===== src/fetch_settings.svh =====
`ifndef FETCH_SETTINGS_SVH
`define FETCH_SETTINGS_SVH

// ~~~~~~~~~~~~~~~~~~~~
// fetch front end
// ~~~~~~~~~~~~~~~~~~~~

// reset vector of the core.
`define FETCH_RESET_PC 32'h1c00_0000

// instruction rom, word addressed by pc[9:2].
`define FETCH_ROM_WORDS 256

// fetch queue entries.
`define FETCH_QUEUE_DEPTH 4

`define FETCH_DECODE_CREDITS 3    // granted by decode at reset.

// width of the credit and occupancy counters.
`define FETCH_CREDIT_W 3

// ~~~~~~~~~~~~~~~~~~~~
// exception codes
// ~~~~~~~~~~~~~~~~~~~~

// address error on instruction fetch.
`define FETCH_ECODE_ADEF 6'h08
`define FETCH_ESUBCODE_ADEF 9'h000

`endif

===== src/fetch_pkg.sv =====
package fetch_pkg;

    // ~~~~~~~~~~~~~~~~~~~~
    // fetch entry
    // ~~~~~~~~~~~~~~~~~~~~

    // one fetched instruction as handed to decode.
    typedef struct packed {
        logic [31:0] pc;
        logic [31:0] inst;             // zero on a fetch exception.
        logic        has_exception;
        logic [5:0]  ecode;
        logic [8:0]  esubcode;
    } fetch_entry_t;

    // ~~~~~~~~~~~~~~~~~~~~
    // redirect source
    // ~~~~~~~~~~~~~~~~~~~~

    // which redirect won this cycle, in priority order.
    typedef enum logic [1:0] {
        redir_none      = 2'd0,
        redir_exception = 2'd1,
        redir_ertn      = 2'd2,
        redir_branch    = 2'd3
    } redirect_src_t;

endpackage


===== src/pc_gen.sv =====
`timescale 1ns/1ps
`include "fetch_settings.svh"

module pc_gen import fetch_pkg::*; (
    input  logic          clk,
    input  logic          rst,
    input  logic          fetch_en,
    input  logic          ex_flush,
    input  logic          ertn_flush,
    input  logic          br_taken,
    input  logic [31:0]   ex_entry,
    input  logic [31:0]   ertn_entry,
    input  logic [31:0]   br_target,
    output logic [31:0]   fetch_pc,
    output logic          fetch_adef,
    output redirect_src_t redirect_hit
);

    logic [31:0] pc;
    logic [31:0] redirect_pc;
    logic [31:0] seq_pc;

    // exception entry beats ertn, ertn beats branch.
    always_comb begin
        redirect_hit = redir_none;
        redirect_pc  = br_target;
        if (ex_flush) begin
            redirect_hit = redir_exception;
            redirect_pc  = ex_entry;
        end else if (ertn_flush) begin
            redirect_hit = redir_ertn;
            redirect_pc  = ertn_entry;
        end else if (br_taken) begin
            redirect_hit = redir_branch;
        end
    end

    assign seq_pc = pc + 32'd4;

    always_ff @(posedge clk) begin
        if (rst) begin
            pc <= `FETCH_RESET_PC;
        end else if (redirect_hit != redir_none) begin
            pc <= redirect_pc;
        end else if (fetch_en) begin
            pc <= seq_pc;
        end
    end

    assign fetch_pc   = pc;
    assign fetch_adef = (pc[1:0] != 2'b00);    // instructions are word aligned.

endmodule


===== config.mk =====
export PLATFORM = sky130hd
export DESIGN_NAME = pc_gen
export DESIGN_NICKNAME = d
export VERILOG_FILES = /design/src/fetch_pkg.sv /design/src/pc_gen.sv
export VERILOG_INCLUDE_DIRS = /design/src
export SDC_FILE = /design/constraint.sdc
export NUM_CORES = 1
export LEC_CHECK = 0
export ABC_AREA = 0
export BUFFER_PORTS_ARGS = -buffer_cell sky130_fd_sc_hd__buf_2
export CORE_ASPECT_RATIO = 0.5
export CORE_MARGIN = 2
export CORE_UTILIZATION = 41
export DETAILED_ROUTE_END_ITERATION = 10
export PLACE_DENSITY = 0.77
export SLEW_MARGIN = 20
export SYNTH_ARGS = -nofsm -noshare
export SYNTH_HDL_FRONTEND = slang
export SYNTH_SLANG_ARGS = --single-unit

===== constraint.sdc =====
create_clock -name clk -period 1.76 [get_ports clk]
set_input_delay 0.352 -clock clk [delete_from_list [all_inputs] [get_ports clk]]
set_output_delay 0.352 -clock clk [all_outputs]
set_load 0.03 [all_outputs]

# ---- After elaboration in Yosys (flattened, before gate mapping)
# Cells that the tools add are included.
dict set report word_totals {
  regBits 32
  inputBits 102
  word_cells 12
}
dict set report op_classes {
  addsub 1
  mux 7
  reduce_logical 3
}
# cell n
set ops {}
lappend ops {{$mux W32} 4}
lappend ops {{$add A32 B3 Y32 const B} 1}
lappend ops {{$mux W2} 3}
lappend ops {{$reduce_bool A2 Y1} 3}

# ---- Logic depth before layout (Yosys ltp)
dict set report depth {
  ltp_word 5
  ltp_mapped 7
}

# ---- Least setup slack after synthesis
# No wires, ideal clock.
dict set report synth_timing {
  path_type {register to register}
  from {register pc[11], in the netlist fetch_pc[11]}
  to {register pc[27], in the netlist fetch_pc[27]}
  setup_time_ns 0.058
  t_arrival_ns 2.118
  t_required_ns 1.702
  setup_slack_ns -0.416
  path_stages_with_launch 8
  path_cell_list {dfxtp_1 -> clkbuf_8 -> nand3_2 -> or4_1 -> buf_2 -> or4_1 -> nand3_1 -> a21o_1}
}
dict set report synth_between {
  elab_chain_cells 3
}
# element line_no
set synth_lines {}
lappend synth_lines {{start: declaration} pc_gen.sv:19} ;# logic [31:0] pc;
lappend synth_lines {{start signal: assignment} pc_gen.sv:42} ;# pc <= `FETCH_RESET_PC;
lappend synth_lines {{start signal: assignment} pc_gen.sv:44} ;# pc <= redirect_pc;
lappend synth_lines {{start signal: assignment} pc_gen.sv:46} ;# pc <= seq_pc;
lappend synth_lines {{$add A32 B3 Y32} pc_gen.sv:38} ;# assign seq_pc = pc + 32'd4;
lappend synth_lines {{$mux W32} pc_gen.sv:45} ;# end else if (fetch_en) begin
lappend synth_lines {{$mux W32} pc_gen.sv:43} ;# end else if (redirect_hit != redir_none) begin
# Every way passes these cells. The select of a mux whose other input is x is not followed.
# A chain may end at the register's enable or synchronous reset.

# ---- Worst setup path in the final report
dict set report layout_timing {
  from {register pc[7], in the netlist fetch_pc[7]}
  to {register pc[27], in the netlist fetch_pc[27]}
}
# The elaborated chain is that of the path after synthesis.

==> flow_summary.ini <==
[status]
status = complete, no violations

[synthesis]
ys_seq_elements = 32
synth_cell_types = 55
yosys_warnings = 0
synth_ff_type = dfxtp_1
seq_area_frac_synth_pct = 25.1
yosys.area.top_type = dfxtp_1
synthCells = 357
synthTopCellsByArea = dfxtp_1, a22oi_1, nor2_1
synth_most_common_cell = nor2_1
synth_edf_count = 0
synthArstFlopShare_pct = 0
synth_nets = 460
synth_top_area_share_pct = 25.1
synthTopCellsByCount = nor2_1, dfxtp_1, a21oi_1
synthesis.area_um2 = 2550
avgSynthCellArea_um2 = 7.15

[global_route]
grt-ovfl-total = 0
grt_usage_pct = 28.0
antenna_found_initial = 0
grt_pass1_vias = 3031
grt_first_pass_wirelength_mm = 15.0
grt_max_degree = 45

[finish]
multi_input_area_um2 = 1810
nets = 628
num-fill-cells = 560
largest_register_ffs = 32
n_antenna_cell = 0
seqCellArea_um2 = 678
syn_to_final_growth_pct = 52.5
drive_gt1_share_pct = 46.2

[critical_path]
arrival_ns = 1.98
r2r_start = fetch_pc[7]
critPathMaxFanout = 5
critical_path.endpoint = fetch_pc[27]
reg2reg_depth = 5
cpMaxStageDelayCell = or4_4
crit_required_ns = 1.98
reg2reg_to = fetch_pc[27]
worstSetupStartpoint = fetch_pc[7]
crit_chain = nand4_4 -> or4_4 -> or4_1 -> nand3_1 -> a21o_1
start_kind = register
path_class = register to register
r2r_setup_slack_ns = 0.004
max_stage_delay_ns = 0.58
crit_path_end_kind = register

[clock_network]
root_buffer = clkbuf_16
clk_path_buf_depth = 2
cts_buffers = 5
cts_tree = done
htree_levels = 2
postCtsHoldBufs = 0
clkSlewWorstSetupHoldPaths_ns = 0.05
clock_latency_ns = 0.28
cts.sinks = 32

[placement]
portBuffers = 136
place_congestion = 0.957
place_ws_ns = -0.0754
place_hpwl_mm = 7.47

[sta]
post-route-period-util_pct = 99.8
finalHoldViolCount = 0
setup_ws_ns = 0.00384
setup-violations-final = 0
drv_slew = 0
max_freq_mhz = 569
worstMarginPinSlew_ns = 0.457
relSlewSlack_pct = 69.5
timing.final.crit_period_ns = 1.76
skew_ns = 0.00438
rsz0062_at_grt = yes

[run]
drv_cap = 0

[min_path]
holdCritPathClass = input port to register
hold-path-cell-count = 3

[drt]
wl_per_cell_um = 15.9
drc = 0
ant_nets = 0
via_per_inst = 5.75
routed_wl_mm = 9.79
drtIter0Drc = 296
dr.pass1.iters = 5
vias = 3528

[floorplan]
initial_core_util_pct = 42.3
dieArea_um2 = 6910
rows = 20
die_h_um = 59.8
pin_count = 137
core_area_um2 = 6030
die_w_um = 116

[power_and_ir_drop]
power.total_w = 0.00239
power_leakage_nw = 1.79
peakVddDrop_uv = 338
power.density_nw_per_um2 = 614
-- final cells by class --
class	instances	area share (%)
multi-input cells	288	46.5
clock buffers	8	3.50
inverters	5	0.482
flip-flops and latches	32	17.4
repair buffers	193	29.2
well taps	88	2.83
-- stage by stage --
step | TNS [ns] | instance area (um2) | util, % | hold WS [ns] | instances
detailed placement | -0.140 | 3650 | 60.5 | 0.468 | 603
floorplan | -0.342 | 2610 | - | 0.482 | 357
global placement | -0.0324 | 3650 | 60.5 | 0.461 | 603
global route | -0.0876 | 3890 | 64.5 | 0.353 | 614
finish | 0 | 3890 | 64.5 | 0.322 | 614
CTS | -0.0160 | 3820 | 63.4 | 0.320 | 613
-- power by group --
part | total, W | switching (W) | internal [W]
Combinational | 0.000725 | 0.000410 | 0.000315
Sequential | 0.000833 | 0.0000542 | 0.000779
Clock | 0.000831 | 0.000306 | 0.000526
-- cell usage in the layout, fill, tap and decap left out, types with 3 or more instances in the layout --
master     count
dfxtp_4        6
nand2b_1       3
a21oi_1       28
inv_1          5
a221oi_1       8
a21o_1         3
nand2_1       26
dfxtp_1       14
buf_2        136
a22oi_1       24
a311oi_1       3
nor4_1        10
nor2_1        40
clkbuf_1       3
buf_4         54
nand3b_1       4
o21ai_0       20
nand4_1       10
dfxtp_2       12
a41o_1         4
nor3_1        21
clkbuf_16      5
nand3_1       17
a31oi_1        6
nor2b_1        5
nor4_4         3
a211oi_1       4
nor3_2         4
-- critical path, delay by kind of cell (launching register included) --
family           cells  cell delay, ns
AO/OA/AOI/OAI        1            0.10
flip-flops           1            0.35
AND/OR/NAND/NOR      4            1.25
-- layer usage --
layer / GRT usage (%) / wire length (um)
met1: 38.5 / 4510
met2: 47.4 / 4450
met3: 3.85 / 714
met4: 6.37 / 118
met5: 0 / 0
-- cells by family after synthesis --
family	share of synthesized area [%]
flops	25.1
xor+xnor	0.343
mux	0.392
fa+ha+maj	0.490
compound gates	32.1
buf+inv	7.84
simple gates	33.7
-- repair_timing --
item	CTS	global route
pin swaps	4	6
buffers inserted	2	1
gates resized for setup	4	12
endpoints found under the setup margin	4	12
-- worst min-delay path by stage --
stage,slack [ns],end,start
after floorplan,0.48,fetch_pc[28],ex_entry[28]
after global placement,0.46,fetch_pc[0],fetch_pc[0]
after detailed placement,0.47,fetch_pc[0],fetch_pc[0]
after CTS,0.32,fetch_pc[28],ex_entry[28]
after global routing,0.35,fetch_pc[28],ex_entry[28]
final,0.32,fetch_pc[28],ex_entry[28]
No activity file was read; power rests on OpenSTA's default activity.
