--- config.mk ---
export PLATFORM = sky130hd
export DESIGN_NAME = fetch_queue
export DESIGN_NICKNAME = d
export VERILOG_FILES = /design/src/fetch_pkg.sv /design/src/fetch_queue.sv
export VERILOG_INCLUDE_DIRS = /design/src
export SDC_FILE = /design/constraint.sdc
export NUM_CORES = 1
export LEC_CHECK = 0
export ABC_AREA = 1
export BUFFER_PORTS_ARGS = -buffer_cell sky130_fd_sc_hd__buf_2
export CAP_MARGIN = 15
export CORE_MARGIN = 2
export CORE_UTILIZATION = 33
export CTS_BUF_LIST = sky130_fd_sc_hd__clkbuf_16
export DETAILED_ROUTE_END_ITERATION = 16
export PLACE_DENSITY = 0.49
export SLEW_MARGIN = 20
export SYNTH_ARGS = -nofsm -noshare
export SYNTH_HDL_FRONTEND = slang
export SYNTH_SLANG_ARGS = --single-unit
--- constraint.sdc ---
create_clock -name clk -period 14.1 [get_ports clk]
set_input_delay 0.705 -clock clk [delete_from_list [all_inputs] [get_ports clk]]
set_output_delay 0.705 -clock clk [all_outputs]
set_load 0.01 [all_outputs]
--- src/fetch_settings.svh ---
`ifndef FETCH_SETTINGS_SVH
`define FETCH_SETTINGS_SVH

// ~~~~~~~~~~~~~~~~~~~~
// fetch front end
// ~~~~~~~~~~~~~~~~~~~~

// reset vector of the core.
`define FETCH_RESET_PC 32'h1c00_0000

// instruction rom, word addressed by pc[9:2].
`define FETCH_ROM_WORDS 256

// fetch queue entries.
`define FETCH_QUEUE_DEPTH 4

`define FETCH_DECODE_CREDITS 3    // granted by decode at reset.

// width of the credit and occupancy counters.
`define FETCH_CREDIT_W 3

// ~~~~~~~~~~~~~~~~~~~~
// exception codes
// ~~~~~~~~~~~~~~~~~~~~

// address error on instruction fetch.
`define FETCH_ECODE_ADEF 6'h08
`define FETCH_ESUBCODE_ADEF 9'h000

`endif
--- src/fetch_pkg.sv ---
package fetch_pkg;

    // ~~~~~~~~~~~~~~~~~~~~
    // fetch entry
    // ~~~~~~~~~~~~~~~~~~~~

    // one fetched instruction as handed to decode.
    typedef struct packed {
        logic [31:0] pc;
        logic [31:0] inst;             // zero on a fetch exception.
        logic        has_exception;
        logic [5:0]  ecode;
        logic [8:0]  esubcode;
    } fetch_entry_t;

    // ~~~~~~~~~~~~~~~~~~~~
    // redirect source
    // ~~~~~~~~~~~~~~~~~~~~

    // which redirect won this cycle, in priority order.
    typedef enum logic [1:0] {
        redir_none      = 2'd0,
        redir_exception = 2'd1,
        redir_ertn      = 2'd2,
        redir_branch    = 2'd3
    } redirect_src_t;

endpackage

--- src/fetch_queue.sv ---
`timescale 1ns/1ps
`include "fetch_settings.svh"

module fetch_queue import fetch_pkg::*; (
    input  logic                       clk,
    input  logic                       rst,
    input  logic                       flush,
    input  logic                       push,
    input  fetch_entry_t               push_entry,
    input  logic                       pop,
    output fetch_entry_t               head_entry,
    output logic                       empty,
    output logic [`FETCH_CREDIT_W-1:0] free_slots
);

    localparam int depth = `FETCH_QUEUE_DEPTH;
    localparam int ptr_w = $clog2(depth);
    localparam logic [`FETCH_CREDIT_W-1:0] depth_c = `FETCH_QUEUE_DEPTH;
    localparam logic [ptr_w-1:0] last_ptr = ptr_w'(depth - 1);

    fetch_entry_t slots [depth];

    logic [ptr_w-1:0]           head;
    logic [ptr_w-1:0]           tail;
    logic [`FETCH_CREDIT_W-1:0] count;
    logic                       full;
    logic                       do_push;
    logic                       do_pop;

    assign empty      = (count == '0);
    assign full       = (count == depth_c);
    assign free_slots = depth_c - count;

    assign do_push = push && !full;
    assign do_pop  = pop && !empty;

    // ~~~~~~~~~~~~~~~~~~~~
    // pointers and count
    // ~~~~~~~~~~~~~~~~~~~~

    always_ff @(posedge clk) begin
        if (rst || flush) begin    // flush wins over a push.
            head  <= '0;
            tail  <= '0;
            count <= '0;
        end else begin
            if (do_push) begin
                tail <= (tail == last_ptr) ? '0 : tail + 1'b1;
            end
            if (do_pop) begin
                head <= (head == last_ptr) ? '0 : head + 1'b1;
            end
            case ({do_push, do_pop})
                2'b10:   count <= count + 1'b1;
                2'b01:   count <= count - 1'b1;
                default: count <= count;
            endcase
        end
    end

    // ~~~~~~~~~~~~~~~~~~~~
    // storage
    // ~~~~~~~~~~~~~~~~~~~~

    always_ff @(posedge clk) begin
        if (do_push && !flush) begin
            slots[tail] <= push_entry;
        end
    end

    assign head_entry = slots[head];

endmodule

* Yosys cells after proc, flatten, opt, wreduce, memory -nomap -nowiden
Memory sizes are Yosys's and may differ from the RTL's. A register that Yosys moved wholly into a read port is not among the register bits. Cells that the tools add are included.
Word-level totals: memories kept 1, RAM bits 320, register bits 7, output and inout bits 84
Cells by class: add/sub/neg operators 5, reduce and logical (&&, ||, !) cells 9, equality and inequality tests 5, multiplexer cells 7
Memory list:
- slots | words 4, bits a word 80, rd ports 1, clocked after memory_dff 1, write ports 1, RTL line fetch_queue.sv:21 | fetch_entry_t slots [depth];
Operators by type and width (count):
- two-way mux 2 bit | 4
- equality test 2 bit (second input constant) | 3
- case mux 3 bit (2 select lines) | 1
- adder 2 x 1 -> 2 bit (second input constant) | 2
- adder 3 x 1 -> 3 bit (second input constant) | 1
- equality test 3 bit (second input constant) | 1
- logical AND 1 bit | 3
- logical NOT 1 bit | 3
- logical NOT 3 bit | 1
- subtractor 3 x 1 -> 3 bit (second input constant) | 1
- subtractor 3 bit (first input constant) | 1
- equality test 2 x 1 -> 1 bit (second input constant) | 1
- two-way mux 1 bit | 2
- nonzero test 2 bit | 1
- logical OR 1 bit | 1

* Longest topological paths before layout
depth in word-level cells 6, gate-level depth with buffers 14

* Worst setup path after synthesis
Ideal clock, no wire load.
path type register to register, from register count[0], to memory slots[0][0] (netlist name) (enable), setup time 519 ps, slack 8983 ps, data required time 13581 ps, cell stages (with the launch flop) 8, clock period less this slack 5117 ps, buffers on the path 0, data arrival time 4598 ps, cells stage by stage dfxtp_1 > inv_1 > ha_1 > ha_1 > inv_1 > nand2_1 > or2_2 > nor2_1
Between the ends: longest elaborated chain between the ends 6
Ends and longest elaborated chain:
- from (decl) | RTL line fetch_queue.sv:25 | logic [`FETCH_CREDIT_W-1:0] count;
- from (signal assigned) | RTL line fetch_queue.sv:54 | 2'b10: count <= count + 1'b1;
- from (signal assigned) | RTL line fetch_queue.sv:55 | 2'b01: count <= count - 1'b1;
- from (signal assigned) | RTL line fetch_queue.sv:56 | default: count <= count;
- equality test 3 bit | RTL line fetch_queue.sv:31 | assign full = (count == depth_c);
- logical NOT 1 bit | RTL line fetch_queue.sv:34 | assign do_push = push && !full;
- logical AND 1 bit | RTL line fetch_queue.sv:34
- logical AND 1 bit | RTL line fetch_queue.sv:66 | if (do_push && !flush) begin
- two-way mux 1 bit | RTL line fetch_queue.sv:66
- two-way mux 1 bit (implied by the code) | RTL line fetch_queue.sv:67 | slots[tail] <= push_entry;
- to (decl) | RTL line fetch_queue.sv:21
Every way passes these cells.

==> results.ini <==
[floorplan]
start_util=0.3364
die_h_um=197.4
rows=70
die_area_um2=38970
die_w_um=197.4
ioPinCount=169
core_um2=36700

[global_route]
grt_pass1_vias=7213
grt_max_degree=105
grt_first_pass_wirelength_um=43350
grt_usage=0.1462
antenna_found_initial=7
grt_overflow=0

[sta]
hold_viol=0
whs_ns=0.4149
setup_viol=0
fmax_mhz=263.1
fin_setup_tns_ns=0
setup_slack_ns=10.30
finalCriticalPeriod_ns=3.801
drv_slew=0
tightest_slew_ns=1.085
grt_setup_unrepaired=no
period_share=0.2696
fin_skew_ns=0.01194
max-slew-margin-rel=0.2767

[synthesis]
ys_ff_latch=329
synth_ff_type=edfxtp_1
synthMuxAreaShare=0
syn_nets=938
synth_top_family_by_area=compound AO/OA/AOI/OAI gates
synth-async-reset-ratio=0
syn_area_per_cell_um2=14.64
syn_area_um2=12350
synth_edf_count=320
synthSimpleGateAreaFrac=0.05554
synth_compound_area_frac=0.1095
yosysSeqAreaShare=0.7929
yosys_warnings=0
syn_inst=843
synthAdderAreaFrac=0.01074
synth_xor_area_frac=0
ys_types=20

[drt]
num_vias=7313
wl_per_cell_um=19.25
viasPerCell=4.853
drtIter0Drc=426
first_pass_iters=5
drt_wl_total_um=29000
ant_nets=0
drc=0

[min_path]
hp-class=in2reg
holdPathEnd=slots[3][58]
holdPathStages=1
hp-start=push_entry[58]

[placed_design]
port_buffers=168
gp_congestion=0.6903
place_ws_ns=10.77
placed_area_um2=13570
dpl.hpwl_um=16110

[critical_path]
reg2reg_slack_ns=10.86
r2r_end=slots[0][1]
startpoint_type=register
cp_cell_sequence=inv_6 > buf_4 > o21ai_0 > o22ai_1 > buf_2
cp.arrival_ns=3.10
timing.rr.start=count[0]
crit_buf_inv=3
critPathKind=reg2out
reg2reg_depth=8
crit_slowest_cell=buf_4
crit_fanout=100
cp_top_family=buffers and inverters
cp_slowest_stage_delay_ns=0.83
endpoint_kind=primary output
critPathRequiredTime_ns=13.40

[cts]
cts_resized=0
clock_latency_ns=0.51
numCtsBuffers=37
cts_sinks=329
cts.htree.levels=2
clk_path_buf_depth=3
clock-root-buffer=clkbuf_16
cts_tree=built
cts_hold_buf=0
cts_setup_buffers=0
clk_pin_slew_ns=0.06

[final_layout]
nets=1101
nFillCells=3436
stdcell_area_um2=14760
syn_to_final_growth_pct=19.59
drive_gt1_frac=0.2271

[power]
vdd_drop_max_uv=68.75
leakage_nw=5.164
p_total_mw=2.127
power_density_nw_per_um2=144.0

[flow_run]
drv_cap=0

[outcome]
status=complete, no violations

-- kinds of logic (layout without fill, tap and decap cells) --
family	after synthesis	after routing
flops	329	329
compound gates	250	250
simple gates	181	181
buf+inv	73	265
fa+ha+maj	10	10
other cells	0	4
-- per-layer routing --
layer / wire length (µm) / global-route usage / vias to the layer above
li1: - / - / 3495
met1: 13340 / 0.2018 / 3592
met2: 13470 / 0.2320 / 176
met3: 1626 / 0.03415 / 44
met4: 533 / 0.04010 / 6
met5: 40 / 0 / -
-- flip-flops by register name (all words and copies together) (netlist names), named ones only --
register  count
slots       320
count         3
head          2
tail          2
-- cells in the final DEF, fill, tap and decap left out, drive strengths merged, types with 2 or more instances in the layout --
cell type and instances:
diode 4, inv 30, o22ai 80, nand2 5
clkbuf 39, clkinv 17, dfxtp 9, buf 177
bufinv 2, a21oi 4, ha 9, nor2 173
edfxtp 320, o21ai 166
-- synthesized netlist by cell type, types with 2 or more instances --
cell | count | area share
a21oi_1 | 4 | 0.0016
inv_1 | 19 | 0.0058
buf_4 | 2 | 0.0012
nand2_1 | 5 | 0.0015
ha_1 | 9 | 0.0091
buf_6 | 11 | 0.010
o22ai_1 | 80 | 0.041
clkbuf_1 | 38 | 0.012
o21ai_0 | 156 | 0.063
dfxtp_1 | 9 | 0.015
o21ai_1 | 10 | 0.0041
edfxtp_1 | 320 | 0.78
nor2_1 | 173 | 0.053
-- per-stage QoR --
stage / util / cells
after global routing: 0.4021 / 1504
after CTS: 0.4013 / 1502
after detailed placement: 0.3697 / 1434
after floorplan: - / 843
final: 0.4023 / 1507
after global placement: 0.3695 / 1434
-- final cells by class --
| cell class | count | area, µm² | area share |
|---|---|---|---|
| antenna | 4 | 10.01 | 0.0006780 |
| clock buffer | 39 | 975.9 | 0.06610 |
| clock inverter | 29 | 182.7 | 0.01237 |
| inverter | 20 | 80.08 | 0.005424 |
| multi-input combinational | 441 | 2200 | 0.1490 |
| sequential | 329 | 9794 | 0.6634 |
| tap | 468 | 585.6 | 0.03966 |
| timing repair buffer | 177 | 935.9 | 0.06339 |
-- report_power, final --
group | internal (mW) | switching [mW]
clock network | 0.536 | 0.366
registers | 1.09 | 0.00683
logic | 0.0412 | 0.0824
total | 1.67 | 0.456
-- worst max-delay path by stage --
stage / startpoint / endpoint / cells past startpoint
CTS: register / head_entry[63] / 5
detailed placement: register / head_entry[63] / 5
finish: register / head_entry[63] / 5
global placement: register / head_entry[47] / 5
global route: register / head_entry[13] / 5
floorplan: count[0] / slots[0][0] / 7
Power figures use the tool's default switching activity.
