## src/fetch_settings.svh

```systemverilog
`ifndef FETCH_SETTINGS_SVH
`define FETCH_SETTINGS_SVH

// ~~~~~~~~~~~~~~~~~~~~
// fetch front end
// ~~~~~~~~~~~~~~~~~~~~

// reset vector of the core.
`define FETCH_RESET_PC 32'h1c00_0000

// instruction rom, word addressed by pc[9:2].
`define FETCH_ROM_WORDS 256

// fetch queue entries.
`define FETCH_QUEUE_DEPTH 4

`define FETCH_DECODE_CREDITS 3    // granted by decode at reset.

// width of the credit and occupancy counters.
`define FETCH_CREDIT_W 3

// ~~~~~~~~~~~~~~~~~~~~
// exception codes
// ~~~~~~~~~~~~~~~~~~~~

// address error on instruction fetch.
`define FETCH_ECODE_ADEF 6'h08
`define FETCH_ESUBCODE_ADEF 9'h000

`endif
```

## src/fetch_pkg.sv

```systemverilog
package fetch_pkg;

    // ~~~~~~~~~~~~~~~~~~~~
    // fetch entry
    // ~~~~~~~~~~~~~~~~~~~~

    // one fetched instruction as handed to decode.
    typedef struct packed {
        logic [31:0] pc;
        logic [31:0] inst;             // zero on a fetch exception.
        logic        has_exception;
        logic [5:0]  ecode;
        logic [8:0]  esubcode;
    } fetch_entry_t;

    // ~~~~~~~~~~~~~~~~~~~~
    // redirect source
    // ~~~~~~~~~~~~~~~~~~~~

    // which redirect won this cycle, in priority order.
    typedef enum logic [1:0] {
        redir_none      = 2'd0,
        redir_exception = 2'd1,
        redir_ertn      = 2'd2,
        redir_branch    = 2'd3
    } redirect_src_t;

endpackage

```

## src/fetch_ctrl.sv

```systemverilog
`timescale 1ns/1ps
`include "fetch_settings.svh"

module fetch_ctrl import fetch_pkg::*; (
    input  logic                       clk,
    input  logic                       rst,
    input  logic [31:0]                fetch_pc,
    input  logic                       fetch_adef,
    input  redirect_src_t              redirect_hit,
    input  logic [31:0]                rom_data,
    input  logic [`FETCH_CREDIT_W-1:0] free_slots,
    input  logic                       empty,
    input  logic                       credit_return,
    output logic                       fetch_en,
    output logic                       rom_en,
    output logic                       push,
    output fetch_entry_t               push_entry,
    output logic                       pop,
    output logic                       flush,
    output logic                       out_valid
);

    localparam logic [`FETCH_CREDIT_W-1:0] credit_init = `FETCH_DECODE_CREDITS;

    logic                       redirect;
    logic                       fetch_on;        // low in the first cycle after reset.
    logic                       issue;
    logic                       inflight_valid;
    logic                       inflight_adef;
    logic [31:0]                inflight_pc;
    logic [`FETCH_CREDIT_W-1:0] inflight_cnt;
    logic                       adef_stall;
    logic [`FETCH_CREDIT_W-1:0] credits;

    assign redirect = (redirect_hit != redir_none);
    assign flush    = redirect;

    // ~~~~~~~~~~~~~~~~~~~~
    // fetch issue
    // ~~~~~~~~~~~~~~~~~~~~

    // room must remain for the read already in flight.
    assign inflight_cnt = {{(`FETCH_CREDIT_W-1){1'b0}}, inflight_valid};
    assign issue        = fetch_on && !redirect && !adef_stall && (free_slots > inflight_cnt);

    assign fetch_en = issue && !fetch_adef;    // a bad pc stays put.
    assign rom_en   = issue && !fetch_adef;

    always_ff @(posedge clk) begin
        fetch_on <= !rst;
        if (rst || redirect) begin
            inflight_valid <= 1'b0;
            adef_stall     <= 1'b0;
        end else begin
            inflight_valid <= issue;
            if (issue && fetch_adef) begin
                adef_stall <= 1'b1;
            end
        end
        if (issue) begin
            inflight_pc   <= fetch_pc;
            inflight_adef <= fetch_adef;
        end
    end

    // ~~~~~~~~~~~~~~~~~~~~
    // entry build
    // ~~~~~~~~~~~~~~~~~~~~

    assign push = inflight_valid && !redirect;    // stale reads are dropped.

    always_comb begin
        push_entry.pc            = inflight_pc;
        push_entry.inst          = inflight_adef ? 32'd0 : rom_data;
        push_entry.has_exception = inflight_adef;
        push_entry.ecode         = inflight_adef ? `FETCH_ECODE_ADEF : 6'd0;
        push_entry.esubcode      = inflight_adef ? `FETCH_ESUBCODE_ADEF : 9'd0;
    end

    // ~~~~~~~~~~~~~~~~~~~~
    // decode credits
    // ~~~~~~~~~~~~~~~~~~~~

    assign out_valid = (credits != '0) && !empty && !redirect;
    assign pop       = out_valid;

    always_ff @(posedge clk) begin
        if (rst) begin
            credits <= credit_init;
        end else begin
            case ({out_valid, credit_return})
                2'b10:   credits <= credits - 1'b1;
                2'b01:   credits <= credits + 1'b1;
                default: credits <= credits;    // spent and returned together.
            endcase
        end
    end

endmodule

```

## config.mk

```make
export PLATFORM = sky130hd
export DESIGN_NAME = fetch_ctrl
export DESIGN_NICKNAME = d
export VERILOG_FILES = /design/src/fetch_pkg.sv /design/src/fetch_ctrl.sv
export VERILOG_INCLUDE_DIRS = /design/src
export SDC_FILE = /design/constraint.sdc
export NUM_CORES = 1
export LEC_CHECK = 0
export BUFFER_PORTS_ARGS = -buffer_cell sky130_fd_sc_hd__clkbuf_2
export CORE_MARGIN = 2
export CORE_UTILIZATION = 36
export CTS_BUF_LIST = sky130_fd_sc_hd__clkbuf_16
export DETAILED_ROUTE_END_ITERATION = 8
export GPL_ROUTABILITY_DRIVEN = 0
export GPL_TIMING_DRIVEN = 1
export PLACE_DENSITY = 0.77
export SYNTH_ARGS = -nofsm -noshare
export SYNTH_HDL_FRONTEND = slang
export SYNTH_SLANG_ARGS = --single-unit
```

## constraint.sdc

```tcl
create_clock -name clk -period 2.3 [get_ports clk]
set_input_delay 0.345 -clock clk [delete_from_list [all_inputs] [get_ports clk]]
set_output_delay 0.345 -clock clk [all_outputs]
set_load 0.02 [all_outputs]
```

# Yosys cells after proc, flatten, opt, wreduce, memory -nomap -nowiden
# Index checks and enable logic that the tools add are counted.
# totals
ff_bits	39
input_bits	74
output_inout_bits	86
# classes
add_sub_neg	2
magnitude_cmp	1
n_eq_ne	2
mux	3
reduce_logical	17
# op_table
op	n
32-bit two-way mux	1
1-bit logical AND	8
3-bit case mux with 2 select lines	1
1-bit zero test	5
4-bit two-way mux	1
2-bit nonzero test	2
3-bit by 1-bit adder with 3-bit output (second input constant)	1
3-bit by 1-bit > comparator with 1-bit output	1
3-bit nonzero test	1
3-bit by 1-bit subtractor with 3-bit output (second input constant)	1
2-bit by 1-bit equality test with 1-bit output (second input constant)	1
2-bit equality test (second input constant)	1
1-bit logical OR	1

# Logic depth before layout (Yosys ltp)
# depth
ltp_word	6
depth_mapped	9
mapped_depth_nobuf	9

# Least setup slack after synthesis
# OpenSTA, ideal clock, no wires.
# synth_path
kind	input to register
startpoint	input port free_slots[0]
endpoint	register inflight_adef, enable pin
arrival_time_ps	1632
required_ps	1884
path_slack_ps	253
cell_stages	5
cell_sequence	inv_1 > ha_1 > nor2_1 > o311ai_0 > inv_1
# synth_between
elab_chain_len	2
# synth_rtl
element	line	text
from (decl)	fetch_ctrl.sv:11	input logic [`FETCH_CREDIT_W-1:0] free_slots,
3-bit by 1-bit > comparator with 1-bit output	fetch_ctrl.sv:44	assign issue = fetch_on && !redirect && !adef_stall && (free_slots > inflight_cnt);
1-bit logical AND	fetch_ctrl.sv:44	
via issue	fetch_ctrl.sv:27	logic issue;
to (signal assigned)	fetch_ctrl.sv:62	inflight_adef <= fetch_adef;
to (decl)	fetch_ctrl.sv:29	logic inflight_adef;
# The timed path passes the listed nets, and every way through them passes these cells.
# A chain may end at the register's enable or synchronous reset.

# Worst setup path after layout
# layout_path
startpoint	register inflight_valid
endpoint	output port fetch_en
# layout_between
elab_chain_len	3
# layout_rtl
element	line	text
from (decl)	fetch_ctrl.sv:28	logic inflight_valid;
from (signal assigned)	fetch_ctrl.sv:55	inflight_valid <= issue;
3-bit by 1-bit > comparator with 1-bit output	fetch_ctrl.sv:44	
1-bit logical AND	fetch_ctrl.sv:44	
1-bit logical AND	fetch_ctrl.sv:46	assign fetch_en = issue && !fetch_adef;
to (decl)	fetch_ctrl.sv:14	output logic fetch_en,
# Every way passes these cells.

==> impl_metrics.toml <==
[critical_path]
crit_fanout = 3
r2r_cells = 7
rrSetupSlack_ns = 0.37
critPathArrivalTime_ns = 1.72
r2r_start = "credits[0]$_SDFFE_PP1P_"
cp_data_required_time_ns = 1.96
worstSetupStartpoint = "inflight_valid$_SDFF_PP0_"
start_kind = "flip-flop"
crit_path_end_kind = "output pin"
crit_end = "fetch_en"
critPathKind = "flip-flop to output pin"
r2r_end = "credits[2]$_SDFFE_PP0P_"

[yosys]
ys.flop_type = "edfxtp_1"
yosysTopAreaCell = "edfxtp_1"
synth_cell_types = 22
synth-edff-count = 33
yosysMostFrequentCell = "edfxtp_1"
ys_ff_latch = 39
avgSynthCellArea_um2 = 13.5
ys_seq_area_frac = 0.673
ys_warn_count = 0
ys_top_cells_by_area = "edfxtp_1 60%, nor2b_1 12%, buf_4 8.2%"
ys_async_sr_fraction = 0
synthesis.area_um2 = 1650
synth_top_area_share = 0.600
synthTopCellsByCount = "33 x edfxtp_1, 32 x nor2b_1, 18 x buf_4"
netlist_instances = 122

[floorplanning]
start_util = 0.377
chipHeight_um = 71.7
core-area_um2 = 4380
die_x_um = 71.7
ios = 160
dieArea_um2 = 5150
core.rowCount = 24

[status]
outcome = "completed"

[global_route]
grt_remaining_overflow = 0
grt_pass1_vias = 1246
antenna_found_initial = 0
grt_use_total = 0.151
grt_pass1_wl_mm = 5.79
grt_start_max_net_pins = 35

[clock_tree]
h-tree-depth = 2
postCtsHoldBufs = 0
clk_pin_slew_ns = 0.06
cts.path.max_buffers = 2
cts_tree = "done"
postCtsSetupBuffers = 0
cts_made_buffers = 5
ctsResizeCount = 0
cts_sinks = 39
root_buffer = "clkbuf_16"
clock_latency_ns = 0.27

[layout]
drive_gt1_frac = 0.580
syn_to_final_growth_pct = 51.7
diodes = 0
final_cell_area_um2 = 2500
final_nets = 345

[route]
via_per_inst = 4.34
wl_mm = 4.01
first_pass_iters = 4
drt-initial-drc-count = 31
vias = 1393
wl_per_cell_um = 12.5
ant_nets = 0
drc = 0

[sta]
fin_tns_setup_ns = 0
max_freq_mhz = 484
finalHoldViolations = 0
timing.final.max_slew_violations = 0
tightest_slew_ns = 0.584
setup_viol = 0
period_share = 0.899
rsz0062_at_grt = "no"
slew_headroom = 0.606
skew_ns = 0.00157
finalCriticalPeriod_ns = 2.07

[min_path]
holdCritPathClass = "primary input to flip-flop"

[power_and_ir_drop]
peakVddDrop_mv = 0.421
power_density_nw_per_um2 = 683
leakage_nw = 1.24
p_total_w = 0.00171

[place]
io_buffers = 145
postPlaceCellArea_um2 = 2360
hpwl_mm = 3.39

[run]
max_cap_violations = 0
## worst min-delay path by stage
stage / start / end / slack (ns) / cells past startpoint
6_report: fetch_pc[2] / inflight_pc[2]$_DFFE_PP_ / 0.24 / 1
3_3_place_gp: adef_stall$_SDFFE_PP0P_ / adef_stall$_SDFFE_PP0P_ / 0.46 / 2
3_5_place_dp: adef_stall$_SDFFE_PP0P_ / adef_stall$_SDFFE_PP0P_ / 0.45 / 2
4_1_cts: fetch_pc[2] / inflight_pc[2]$_DFFE_PP_ / 0.23 / 1
5_1_grt: fetch_pc[2] / inflight_pc[2]$_DFFE_PP_ / 0.23 / 1
2_1_floorplan: rst / credits[2]$_SDFFE_PP0P_ / 0.41 / 1
## critical path, stage by stage (launching register included)
cell and delay, ns:
dfxtp_1 0.31, ha_1 0.26, nor2_1 0.04, o311ai_0 0.50, nor2_1 0.13, clkbuf_2 0.19
## kinds of logic (layout without fill, tap and decap cells)
kind of cell / after synthesis / in the layout / synth area share
fa+ha+maj: 3 / 3 / 0.0273
other cells: 1 / 14 / 0.00227
compound gates: 7 / 7 / 0.0311
xor+xnor: 2 / 2 / 0.0106
mux: 1 / 1 / 0.00606
flops: 39 / 39 / 0.673
simple gates: 42 / 42 / 0.148
buf+inv: 27 / 161 / 0.102
## metal layers
metal / track usage / routed length [µm]
met1: 0.149 / 1280
met2: 0.288 / 2290
met3: 0.0394 / 354
met4: 0.0713 / 86
met5: 0 / 0
## through the flow
| step | worst slack, ns | utilization | hold WS [ns] | cells |
|---|---|---|---|---|
| floorplan | 0.253 | - | 0.414 | 135 |
| global placement | 0.327 | 0.538 | 0.455 | 313 |
| detailed placement | 0.248 | 0.538 | 0.455 | 313 |
| CTS | 0.198 | 0.571 | 0.234 | 321 |
| global route | 0.0286 | 0.571 | 0.232 | 321 |
| finish | 0.233 | 0.571 | 0.241 | 321 |
## layout make-up
class | instances | area [µm²]
clock buffer | 5 | 125
clock inverter | 3 | 20.0
sequential | 39 | 1110
inverter | 6 | 22.5
timing repair buffer | 147 | 741
tap | 52 | 65.1
fill | 401 | 1880
multi-input combinational | 69 | 420
## registers in the layout (all words and copies together) (netlist names)
| name | count |
|---|---|
| inflight_pc | 32 |
| credits | 3 |
| adef_stall | 1 |
| fetch_on | 1 |
| inflight_adef | 1 |
| inflight_valid | 1 |
## power breakdown
part           switching (W)  internal [W]  total [W]
Clock               0.000258      0.000398   0.000657
Sequential         0.0000154      0.000797   0.000813
Combinational       0.000140      0.000101   0.000242
Total               0.000414       0.00130    0.00171
## cell usage in the layout (no fill, tap or decap)
master	instances
clkbuf_2	145
edfxtp_1	33
nor2b_1	32
conb_1	14
inv_1	6
dfxtp_1	6
nor2_1	5
clkbuf_16	5
o311ai_0	2
nand2_1	2
xor2_1	2
ha_1	2
clkinvlp_4	2
buf_4	2
or2_2	1
o31a_1	1
o31ai_1	1
nor3_1	1
mux2i_1	1
a211oi_1	1
o21ai_0	1
or3_1	1
a21oi_1	1
fa_1	1
clkinv_2	1
No activity file was read; power rests on OpenSTA's default activity.
